$ cat config.mk
export PLATFORM = sky130hd
export DESIGN_NAME = simonTop
export DESIGN_NICKNAME = d
export VERILOG_FILES = /design/src/design/simonPkg.sv /design/src/design/simonTop.sv /design/src/design/simonOutput.sv /design/src/design/simonCore.sv /design/src/design/simonKeySchedule.sv /design/src/design/simonInput.sv
export SDC_FILE = /design/constraint.sdc
export NUM_CORES = 2
export LEC_CHECK = 0
export ABC_CLOCK_PERIOD_IN_PS = 6100
export BUFFER_PORTS_ARGS = -buffer_cell sky130_fd_sc_hd__buf_2
export CAP_MARGIN = 15
export CORE_MARGIN = 5
export CORE_UTILIZATION = 23
export DETAILED_ROUTE_END_ITERATION = 10
export PLACE_DENSITY_LB_ADDON = 0.08
export SYNTH_ARGS = -nofsm -noshare
export SYNTH_HDL_FRONTEND = slang
export SYNTH_HIERARCHICAL = 1
export SYNTH_SLANG_ARGS = --single-unit
$ cat constraint.sdc
create_clock -name clk -period 6.1 [get_ports clk]
set_input_delay 1.22 -clock clk [delete_from_list [all_inputs] [get_ports clk]]
set_output_delay 1.22 -clock clk [all_outputs]
set_load 0.01 [all_outputs]
$ cat src/design/simonPkg.sv
package simonPkg;

	// SIMON 32/64 geometry
	localparam int wordBits = 16;
	localparam int keyWords = 4;
	localparam int rounds = 32;
	localparam int roundIdxBits = 5;

	// z0 sequence with its first bit in the MSB
	localparam logic [61:0] zSeq =
		62'b11111010_00100101_01100001_11001101_11110100_01001010_11000011_100110;

	// Round constant c = 2^n - 4
	localparam logic [wordBits-1:0] keyConst = 16'hfffc;

	typedef logic [wordBits-1:0] simonWord;

	typedef struct packed
	{
		simonWord hi;
		simonWord lo;
	} simonBlock;

	// Word 0 is the first round key
	typedef simonWord [keyWords-1:0] simonKey;

	// Info byte seen raw or by field
	typedef union packed
	{
		logic [7:0] raw;
		struct packed
		{
			logic spare;
			logic encrypt;
			logic tag;
			logic dir;
			logic [3:0] channel;
		} field;
	} simonInfo;

	typedef struct packed
	{
		simonBlock block;
		simonInfo info;
		logic [7:0] count;
	} simonJob;

endpackage
$ cat src/design/simonTop.sv
module simonTop
	import simonPkg::*;
(
	input logic clk,
	input logic nR,
	input logic newData,
	input logic newKey,
	input logic readData,
	input simonBlock inData,
	input simonInfo infoIn,
	input logic [7:0] countIn,
	input simonKey key,
	output simonBlock outData,
	output simonInfo infoOut,
	output logic [7:0] countOut,
	output logic doneData,
	output logic keyReady
);

	logic keyLoad;
	simonKey keyWordsIn;
	logic jobPending;
	simonJob job;
	logic jobTake;
	logic [roundIdxBits-1:0] keyIdx;
	simonWord roundKey;
	logic resultValid;
	simonJob resultJob;
	logic outFull;

	simonInput simonInput_i
	(
		.clk(clk),
		.nR(nR),
		.newData(newData),
		.newKey(newKey),
		.inData(inData),
		.infoIn(infoIn),
		.countIn(countIn),
		.key(key),
		.jobTake(jobTake),
		.jobPending(jobPending),
		.job(job),
		.keyLoad(keyLoad),
		.keyWordsIn(keyWordsIn)
	);

	simonKeySchedule simonKeySchedule_i
	(
		.clk(clk),
		.nR(nR),
		.keyLoad(keyLoad),
		.keyWordsIn(keyWordsIn),
		.keyIdx(keyIdx),
		.roundKey(roundKey),
		.keyReady(keyReady)
	);

	simonCore simonCore_i
	(
		.clk(clk),
		.nR(nR),
		.jobPending(jobPending),
		.job(job),
		.keyReady(keyReady),
		.roundKey(roundKey),
		.outFull(outFull),
		.jobTake(jobTake),
		.keyIdx(keyIdx),
		.resultValid(resultValid),
		.resultJob(resultJob)
	);

	simonOutput simonOutput_i
	(
		.clk(clk),
		.nR(nR),
		.resultValid(resultValid),
		.resultJob(resultJob),
		.readData(readData),
		.outData(outData),
		.infoOut(infoOut),
		.countOut(countOut),
		.doneData(doneData),
		.outFull(outFull)
	);

endmodule

$ cat src/design/simonOutput.sv
module simonOutput
	import simonPkg::*;
(
	input logic clk,
	input logic nR,
	input logic resultValid,
	input simonJob resultJob,
	input logic readData,
	output simonBlock outData,
	output simonInfo infoOut,
	output logic [7:0] countOut,
	output logic doneData,
	output logic outFull
);

	simonInfo nextInfo;

	// Same byte with the dir bit flipped
	always_comb
	begin
		nextInfo.raw = resultJob.info.raw;
		nextInfo.field.dir = ~resultJob.info.field.dir;
	end

	always_ff @(posedge clk or negedge nR)
	begin
		if (!nR)
		begin
			outData <= '0;
			infoOut <= '0;
			countOut <= '0;
			doneData <= 1'b0;
		end
		else
		begin
			if (resultValid)
			begin
				outData <= resultJob.block;
				infoOut <= nextInfo;
				countOut <= resultJob.count;
			end
			// New result may land in the same edge as the read
			if (resultValid)
			begin
				doneData <= 1'b1;
			end
			else if (readData && doneData)
			begin
				doneData <= 1'b0;
			end
		end
	end

	assign outFull = doneData;

	assert property (@(posedge clk) disable iff (!nR)
		doneData && !readData |=> $stable(outData))
		else $error("outData changed before it was read");

endmodule

$ cat src/design/simonCore.sv
module simonCore
	import simonPkg::*;
(
	input logic clk,
	input logic nR,
	input logic jobPending,
	input simonJob job,
	input logic keyReady,
	input simonWord roundKey,
	input logic outFull,
	output logic jobTake,
	output logic [roundIdxBits-1:0] keyIdx,
	output logic resultValid,
	output simonJob resultJob
);

	typedef enum logic [1:0] {coreIdle, coreRun, coreHold} coreState;

	coreState state;
	logic [roundIdxBits-1:0] roundCnt;
	simonJob curJob;
	simonBlock loadBlock;
	simonBlock roundOut;
	simonBlock finalBlock;
	logic encrypt;
	logic takeNow;
	logic finishNow;

	function automatic simonWord roundF(simonWord x);
		simonWord r1;
		simonWord r2;
		simonWord r8;
		r1 = {x[wordBits-2:0], x[wordBits-1]};
		r2 = {x[wordBits-3:0], x[wordBits-1:wordBits-2]};
		r8 = {x[wordBits-9:0], x[wordBits-1:wordBits-8]};
		return (r1 & r8) ^ r2;
	endfunction

	assign encrypt = curJob.info.field.encrypt;
	assign takeNow = (state == coreIdle) && jobPending && keyReady;
	assign finishNow = (state == coreHold) && !outFull;

	// Decrypt walks the key table backwards
	assign keyIdx = encrypt ? roundCnt : roundIdxBits'(rounds - 1) - roundCnt;

	always_comb
	begin
		if (job.info.field.encrypt)
		begin
			loadBlock = job.block;
		end
		else
		begin
			loadBlock.hi = job.block.lo;
			loadBlock.lo = job.block.hi;
		end
		roundOut.hi = curJob.block.lo ^ roundF(curJob.block.hi) ^ roundKey;
		roundOut.lo = curJob.block.hi;
		if (encrypt)
		begin
			finalBlock = curJob.block;
		end
		else
		begin
			finalBlock.hi = curJob.block.lo;
			finalBlock.lo = curJob.block.hi;
		end
	end

	always_ff @(posedge clk or negedge nR)
	begin
		if (!nR)
		begin
			state <= coreIdle;
			roundCnt <= '0;
			jobTake <= 1'b0;
			resultValid <= 1'b0;
		end
		else
		begin
			jobTake <= takeNow;
			resultValid <= finishNow;
			case (state)
				coreIdle:
				begin
					if (takeNow)
					begin
						roundCnt <= '0;
						state <= coreRun;
					end
				end
				coreRun:
				begin
					roundCnt <= roundCnt + roundIdxBits'(1);
					if (roundCnt == roundIdxBits'(rounds - 1))
					begin
						state <= coreHold;
					end
				end
				coreHold:
				begin
					// Wait here while the output is still full
					if (finishNow)
					begin
						state <= coreIdle;
					end
				end
				default:
				begin
					state <= coreIdle;
				end
			endcase
		end
	end

	always_ff @(posedge clk)
	begin
		if (takeNow)
		begin
			curJob.block <= loadBlock;
			curJob.info <= job.info;
			curJob.count <= job.count;
		end
		else if (state == coreRun)
		begin
			curJob.block <= roundOut;
		end
		if (finishNow)
		begin
			resultJob.block <= finalBlock;
			resultJob.info <= curJob.info;
			resultJob.count <= curJob.count;
		end
	end

	assert property (@(posedge clk) disable iff (!nR)
		resultValid |-> !outFull)
		else $error("result sent into a full output");

	assert property (@(posedge clk) disable iff (!nR)
		jobTake |-> keyReady)
		else $error("job taken while keys not ready");

endmodule

$ cat src/design/simonKeySchedule.sv
module simonKeySchedule
	import simonPkg::*;
(
	input logic clk,
	input logic nR,
	input logic keyLoad,
	input simonKey keyWordsIn,
	input logic [roundIdxBits-1:0] keyIdx,
	output simonWord roundKey,
	output logic keyReady
);

	simonWord keyTable [rounds];
	logic [roundIdxBits-1:0] expCnt;
	logic [roundIdxBits-1:0] idx1;
	logic [roundIdxBits-1:0] idx3;
	logic [roundIdxBits-1:0] idx4;
	logic expanding;
	logic zBit;
	simonWord tmpRot;
	simonWord tmpMix;
	simonWord nextKey;

	assign idx1 = expCnt + roundIdxBits'(1);
	assign idx3 = expCnt + roundIdxBits'(3);
	assign idx4 = expCnt + roundIdxBits'(keyWords);
	assign zBit = zSeq[$bits(zSeq) - 1 - int'(expCnt)];

	// k[i+4] = c ^ z[i] ^ k[i] ^ (I ^ S^-1)(S^-3 k[i+3] ^ k[i+1])
	always_comb
	begin
		tmpRot = {keyTable[idx3][2:0], keyTable[idx3][wordBits-1:3]};
		tmpMix = tmpRot ^ keyTable[idx1];
		nextKey = keyTable[expCnt] ^ tmpMix ^ {tmpMix[0], tmpMix[wordBits-1:1]}
			^ keyConst ^ simonWord'(zBit);
	end

	always_ff @(posedge clk or negedge nR)
	begin
		if (!nR)
		begin
			for (int i = 0; i < rounds; i++)
			begin
				keyTable[i] <= '0;
			end
			expCnt <= '0;
			expanding <= 1'b0;
			keyReady <= 1'b0;
		end
		else if (keyLoad)
		begin
			for (int i = 0; i < keyWords; i++)
			begin
				keyTable[i] <= keyWordsIn[i];
			end
			expCnt <= '0;
			expanding <= 1'b1;
			keyReady <= 1'b0;
		end
		else if (expanding)
		begin
			keyTable[idx4] <= nextKey;
			expCnt <= expCnt + roundIdxBits'(1);
			if (expCnt == roundIdxBits'(rounds - keyWords - 1))
			begin
				expanding <= 1'b0;
				keyReady <= 1'b1;
			end
		end
	end

	// Combinational table read for the core
	assign roundKey = keyTable[keyIdx];

	assert property (@(posedge clk) disable iff (!nR)
		keyLoad |=> !keyReady [*28] ##1 keyReady)
		else $error("key expansion length wrong");

endmodule

$ cat src/design/simonInput.sv
module simonInput
	import simonPkg::*;
(
	input logic clk,
	input logic nR,
	input logic newData,
	input logic newKey,
	input simonBlock inData,
	input simonInfo infoIn,
	input logic [7:0] countIn,
	input simonKey key,
	input logic jobTake,
	output logic jobPending,
	output simonJob job,
	output logic keyLoad,
	output simonKey keyWordsIn
);

	logic prevData;
	logic prevKey;
	logic dataRise;
	logic keyRise;

	// Strobe seen low on the previous edge and high now
	assign dataRise = newData && !prevData;
	assign keyRise = newKey && !prevKey;

	always_ff @(posedge clk or negedge nR)
	begin
		if (!nR)
		begin
			prevData <= 1'b0;
			prevKey <= 1'b0;
			jobPending <= 1'b0;
			keyLoad <= 1'b0;
		end
		else
		begin
			prevData <= newData;
			prevKey <= newKey;
			keyLoad <= keyRise;
			// A fresh block beats the take of the old one
			if (dataRise)
			begin
				jobPending <= 1'b1;
			end
			else if (jobTake)
			begin
				jobPending <= 1'b0;
			end
		end
	end

	// Pending block is simply overwritten by a newer one
	always_ff @(posedge clk)
	begin
		if (dataRise)
		begin
			job.block <= inData;
			job.info <= infoIn;
			job.count <= countIn;
		end
		if (keyRise)
		begin
			keyWordsIn <= key;
		end
	end

	assert property (@(posedge clk) disable iff (!nR)
		jobTake |-> jobPending)
		else $error("jobTake without a pending job");

endmodule

* Yosys cells after proc, flatten, opt, wreduce, memory -nomap -nowiden *
Memory sizes are Yosys's and may differ from the RTL's.
Index checks and enable logic that the tools add are counted.

cells by class
  add/subtract/negate cells = 6
  magnitude comparators = 7
  equal/unequal tests = 7
  multiplexer cells = 42
  bitwise operators = 16
  reduce and logical (&&, ||, !) cells = 21

operators with widths
  cell                   number
  $bwmux W512            1
  $mux W512              1
  $bmux W16 S5           4
  $mux W16               9
  $mux W32               4
  $xor A16 B16 Y16       6
  $demux W16 S5          1
  $mux W64               1
  $lt A32 B8 Y1 const B  1
  $ge A6 B6 Y1 const B   5
  $not A5 Y6             5
  $mux W5                4
  $and A16 B16 Y16       1
  $xor A16 B1 Y16        1
  $not A14 Y14           1
  $mux W1                12
  $reduce_bool A2 Y1     6
  $add A5 B1 Y5 const B  2
  $eq A5 B5 Y1 const B   2
  $pmux W5 S2            1
  $logic_and A1 B1 Y1    7
  $sub A6 B5 Y7 const A  1
  $lt A6 B1 Y1 const B   1
  $mux W2                3
  12 further kinds       19

word-level totals
  register bits after elaboration = 789
  ROM bits = 64
  bits of input ports = 117
  output and inout port bits = 50
  word-level logic and storage cells = 164
  memories = 1

memories
  memory            depth  width  rd ports  clocked after memory_dff  wr ports  line                    text
  (name not given)  64     1      1         0                         0         simonKeySchedule.sv:27  assign zBit = zSeq[$bits(zSeq) - 1 - int'(expCnt)];

* Depth between registers and ports, before layout *
  depth in word-level cells = 13
  gate-level depth with buffers = 20
  depth with buffers taken out = 10

* Cells and area by module *
Netlist, hierarchy kept.

modules (own cells, without submodules)
  module            times used  cells an instance  area each (µm²)  sequential area each (µm²)
  simonKeySchedule  1           2929               34764.6          12987.5
  simonCore         1           327                4983.5           3108.0
  simonInput        1           120                3494.6           3463.3
  simonOutput       1           106                1874.3           1226.2

* Worst setup path after synthesis *
No wires, ideal clock.

  kind = input -> register
  from = in newKey
  to = reg simonInput_i/keyWordsIn[0] in the netlist's numbering (enable)
  library setup time = 0.495 ns
  data arrival time = 4.060 ns
  required time = 5.605 ns
  slack = 1.546 ns
  cell stages on the path = 1
  path buffers = 0
  cells stage by stage = nor2b_1

on the way
  cells in the longest elaborated chain, start to end = 1

ends and longest elaborated chain
  item                    line              text
  start: declaration      simonTop.sv:7     input logic newKey,
  $logic_and A1 B1 Y1     simonInput.sv:26  assign keyRise = newKey && !prevKey;
  end signal: assignment  simonInput.sv:65  keyWordsIn <= key;
  end: declaration        simonInput.sv:16  output simonKey keyWordsIn

No other way between the ends.
A chain may end at the register's enable or synchronous reset.

* Final worst setup path *
  from = reg simonKeySchedule_i.expCnt[0]
  to = reg simonKeySchedule_i/keyTable[485] in the netlist's numbering

on the way
  cells in the longest elaborated chain, start to end = 13
  elaborated cells between the ends (all ways) = 29
  those cells by class = add/sub: 3; order compare: 2; mux: 14; bitwise: 9; reduce/logical: 1

ends and longest elaborated chain
  item                                                   line                                            text
  start: declaration                                     simonKeySchedule.sv:14                          logic [roundIdxBits-1:0] expCnt;
  start signal: assignment                               simonKeySchedule.sv:63                          expCnt <= expCnt + roundIdxBits'(1);
  $add A5 B2 Y5 / $add A5 B1 Y5 (equally long branches)  simonKeySchedule.sv:25, simonKeySchedule.sv:24
  $not A5 Y6, on equally long branches                   simonKeySchedule.sv:32, simonKeySchedule.sv:33
  $bmux W16 S5, on equally long branches                 simonKeySchedule.sv:32, simonKeySchedule.sv:33
  $mux W16, on equally long branches (2 in series)       --
  $xor A16 B16 Y16                                       simonKeySchedule.sv:33                          tmpMix = tmpRot ^ keyTable[idx1];
  $xor A16 B16 Y16 (2 in series)                         simonKeySchedule.sv:34                          nextKey = keyTable[expCnt] ^ tmpMix ^ {tmpMix[0], tmpMix[wordBits-1:1]}
  $not A14 Y14 (no line)                                 --
  $xor A16 B1 Y16                                        simonKeySchedule.sv:35                          ^ keyConst ^ simonWord'(zBit);
  $bwmux W512 (*)                                        simonKeySchedule.sv:62                          keyTable[idx4] <= nextKey;
  $mux W512 (*)                                          simonKeySchedule.sv:60                          else if (expanding)
  $mux W64 (*)                                           simonKeySchedule.sv:50                          else if (keyLoad)
  end signal: indexed assignment                         simonKeySchedule.sv:54                          keyTable[i] <= keyWordsIn[i];
  end signal: indexed assignment                         simonKeySchedule.sv:62
  end: declaration                                       simonKeySchedule.sv:13                          simonWord keyTable [rounds];

Mark *: on every way between the ends. The rest lies on a longest branch, timed or not. The select of a mux whose other input is x is not followed.

==> impl_metrics.tcl <==
set metrics [dict create \
    wl_per_cell_um 28.67 \
    fin_crit_ns 5.004 \
    max_cap_viol_count 0 \
    synth_fa_ha_area_frac 0.003883 \
    seq_area_frac_synth 0.4607 \
    fin_setup_tns_ns 0 \
    yosysTopAreaCellShare 0.3222 \
    portBuffers 166 \
    yosysUniqueCellTypes 65 \
    max_slew_margin 0.2817 \
    rsz0062_at_grt "no" \
    finalHoldViolations 0 \
    hp-class "reg -> reg" \
    required_ns 6.67 \
    clock_skew_ns 0.04861 \
    drc 0 \
    htree_levels 3 \
    hpwl_um 120900 \
    clk_pin_slew_worst_paths_ns 0.06 \
    ys_warn_count 6 \
    grt_pass1_wl_um 257100 \
    drive_gt1_frac 0.3056 \
    yosys.area.top_type "dfrtp_1" \
    path_delay_family "buffers and inverters" \
    synth_compound_area_frac 0.09099 \
    grt_overflow_total 0 \
    ys_ff_latch 789 \
    ctsHoldBuffers 0 \
    multi_input_area_um2 22900 \
    die_w_um 452.9 \
    synth-simple-area-share 0.05932 \
    yosys-top-cells-area "dfrtp_1 32%, mux4_2 23%, edfxtp_1 14%" \
    slowest_delay_ns 0.60 \
    setup_viol 0 \
    rows 162 \
    worstPathArrival_ns 5.57 \
    instances_no_fill 6280 \
    fmax_mhz 199.8 \
    nFillCells 20210 \
    grt_max_degree 113 \
    drt_wl_total_um 180100 \
    via_per_inst 4.864 \
    synth_edf_count 208 \
    register_area_um2 20800 \
    io_pins 167 \
    fin_area_um2 52690 \
    synth_xor_xnor_area_share 0.02585 \
    cts_setup_buffers 0 \
    antenna_found_initial 10 \
    final_nets 3700 \
    clk_path_buf_depth 3 \
    cp_num_buf_inv 4 \
    cts_tree "yes" \
    num_vias 30550 \
    cts-buffers-inserted 103 \
    worst_pin_slew_ns 1.072 \
    syn-num-nets 3613 \
    synthToLayoutAreaGrowth_pct 16.78 \
    fin_crit_sh 0.8204 \
    synth_top_family_by_area "multiplexers" \
    gp_congestion 0.7752 \
    ctsRootBufferMaster "clkbuf_16" \
    initial_core_util 0.2314 \
    slew_violations 0 \
    dr.pass1.iters 5 \
    endpoint_kind "flip-flop" \
    avgSynthCellArea_um2 12.96 \
    status "complete, no violations" \
    clock_latency_ns 0.75 \
    place_area_um2 49170 \
    cpMaxStageDelayCell "ha_4" \
    die_height_um 452.9 \
    core_um2 195000 \
    grtUsageTotal 0.1744 \
    ant_nets 0 \
    ys.flop_type "dfrtp_1" \
    start_kind "flip-flop" \
    path_max_fanout 32 \
    worst-setup-path-type "reg -> reg" \
    synthCells 3482 \
    crit_chain "inv_2, ha_4, clkinv_2, buf_4, mux4_2, mux2i_1, mux2i_1, xnor2_1, xnor2_1, xnor2_2, buf_4, o21ai_0" \
    post-place-cells 6088 \
    first_global_vias 31300 \
    drt_iter0_markers 2364 \
    cts_resized 0 \
    cts.sink_count 789 \
    die-area_um2 205100 \
    synthMuxAreaShare 0.3220 \
    postSynth.asyncResetShare 0.7364 \
    syn_area_um2 45120 \
]
==> state kept, by name, indices dropped and copies added, names as in the netlist, 2 cells and up <==
name                         flops
simonOutput_i/infoOut            8
simonOutput_i/outData           32
simonCore_i/resultJob           48
simonCore_i/roundCnt             5
simonCore_i/state                2
simonKeySchedule_i/expCnt        5
simonCore_i/curJob              48
simonInput_i/keyWordsIn         64
simonOutput_i/countOut           8
simonInput_i/job                48
simonKeySchedule_i/keyTable    512
==> cell usage in the layout (no fill, tap or decap), types with 35 or more instances in the layout <==
cell type / n
a22oi_1: 100
buf_2: 165
buf_4: 126
clkbuf_16: 104
dfrtp_1: 574
edfxtp_1: 208
mux2_2: 92
mux2i_1: 291
mux4_2: 463
nand2_1: 591
o21ai_0: 473
o21ai_1: 35
xor2_1: 42
==> layout make-up <==
| cell class | instances | share of cell area |
|---|---|---|
| multi-input cells | 2356 | 0.4347 |
| flip-flops and latches | 789 | 0.3948 |
| well taps | 2624 | 0.06232 |
| clock buffers | 144 | 0.05491 |
| repair buffers | 310 | 0.04066 |
| clock inverters | 47 | 0.01185 |
| inverters | 9 | 0.0006650 |
| diodes | 1 | 0.00004750 |
==> path summary, 6_finish.rpt <==
path / start / depth (start not counted) / slack, ns / to
min reg2reg: simonCore_i/curJob[4] / 0 / 0.42 / simonCore_i/resultJob[4]
min in group asynchronous: nR / 1 / 0.52 / simonKeySchedule_i/keyTable[18]
max reg2reg: simonKeySchedule_i/expCnt[0] / 12 / 1.10 / simonKeySchedule_i/keyTable[485]
max: simonKeySchedule_i/expCnt[0] / 12 / 1.10 / simonKeySchedule_i/keyTable[485]
max in group asynchronous: nR / 2 / 4.34 / simonKeySchedule_i/keyTable[463]
min: simonCore_i/curJob[4] / 0 / 0.42 / simonCore_i/resultJob[4]
==> cell families after synthesis <==
family,Yosys count
XOR/XNOR,99
buffers and inverters,337
AO/OA/AOI/OAI,713
AND/OR/NAND/NOR,674
adder cells (fa/ha/maj),14
flip-flops,789
multiplexers,856
==> routing by layer <==
metal / track usage / routed length [µm] / share of wire
met2: 0.2781 / 83410 / 0.46
met1: 0.2539 / 86170 / 0.48
met3: 0.02244 / 6573 / 0.037
met4: 0.03681 / 3921 / 0.022
met5: 0 / 0 / 0
==> worst register-to-register path, cell delays in order (launching register included) <==
cell,delay [ns]
dfrtp_4,0.53
inv_2,0.35
ha_4,0.61
clkinv_2,0.44
buf_4,0.45
mux4_2,0.43
mux2i_1,0.10
mux2i_1,0.41
xnor2_1,0.20
xnor2_1,0.51
xnor2_2,0.23
buf_4,0.42
o21ai_0,0.18
==> through the flow <==
stage	util	worst slack [ns]	hold slack, ns
floorplan	-	1.546	0.4003
global placement	0.2521	1.052	0.4011
detailed placement	0.2521	1.026	0.4045
CTS	0.2702	0.9917	0.4156
global route	0.2702	0.8798	0.4196
finish	0.2702	1.096	0.4152
==> cell usage after synthesis (6+ instances only) <==
cell type and number:
a21oi_1 15, a22oi_1 100, buf_1 14, buf_2 55, buf_4 43, buf_6 22, clkbuf_1 184, clkbuf_2 9
dfrtp_1 581, edfxtp_1 208, ha_1 14, mux2_2 92, mux2_4 10, mux2i_1 291, mux4_2 463, nand2_1 591
nand3_1 23, nor2_1 18, nor2b_1 6, nor3_1 9, o21a_1 17, o21ai_0 473, o21ai_1 35, o21ai_2 30
xnor2_1 29, xnor3_1 19, xor2_1 47
Power is left out: the tool's default activity adds up to more than one toggle a clock period on the data nets, which glitch-free logic cannot reach.
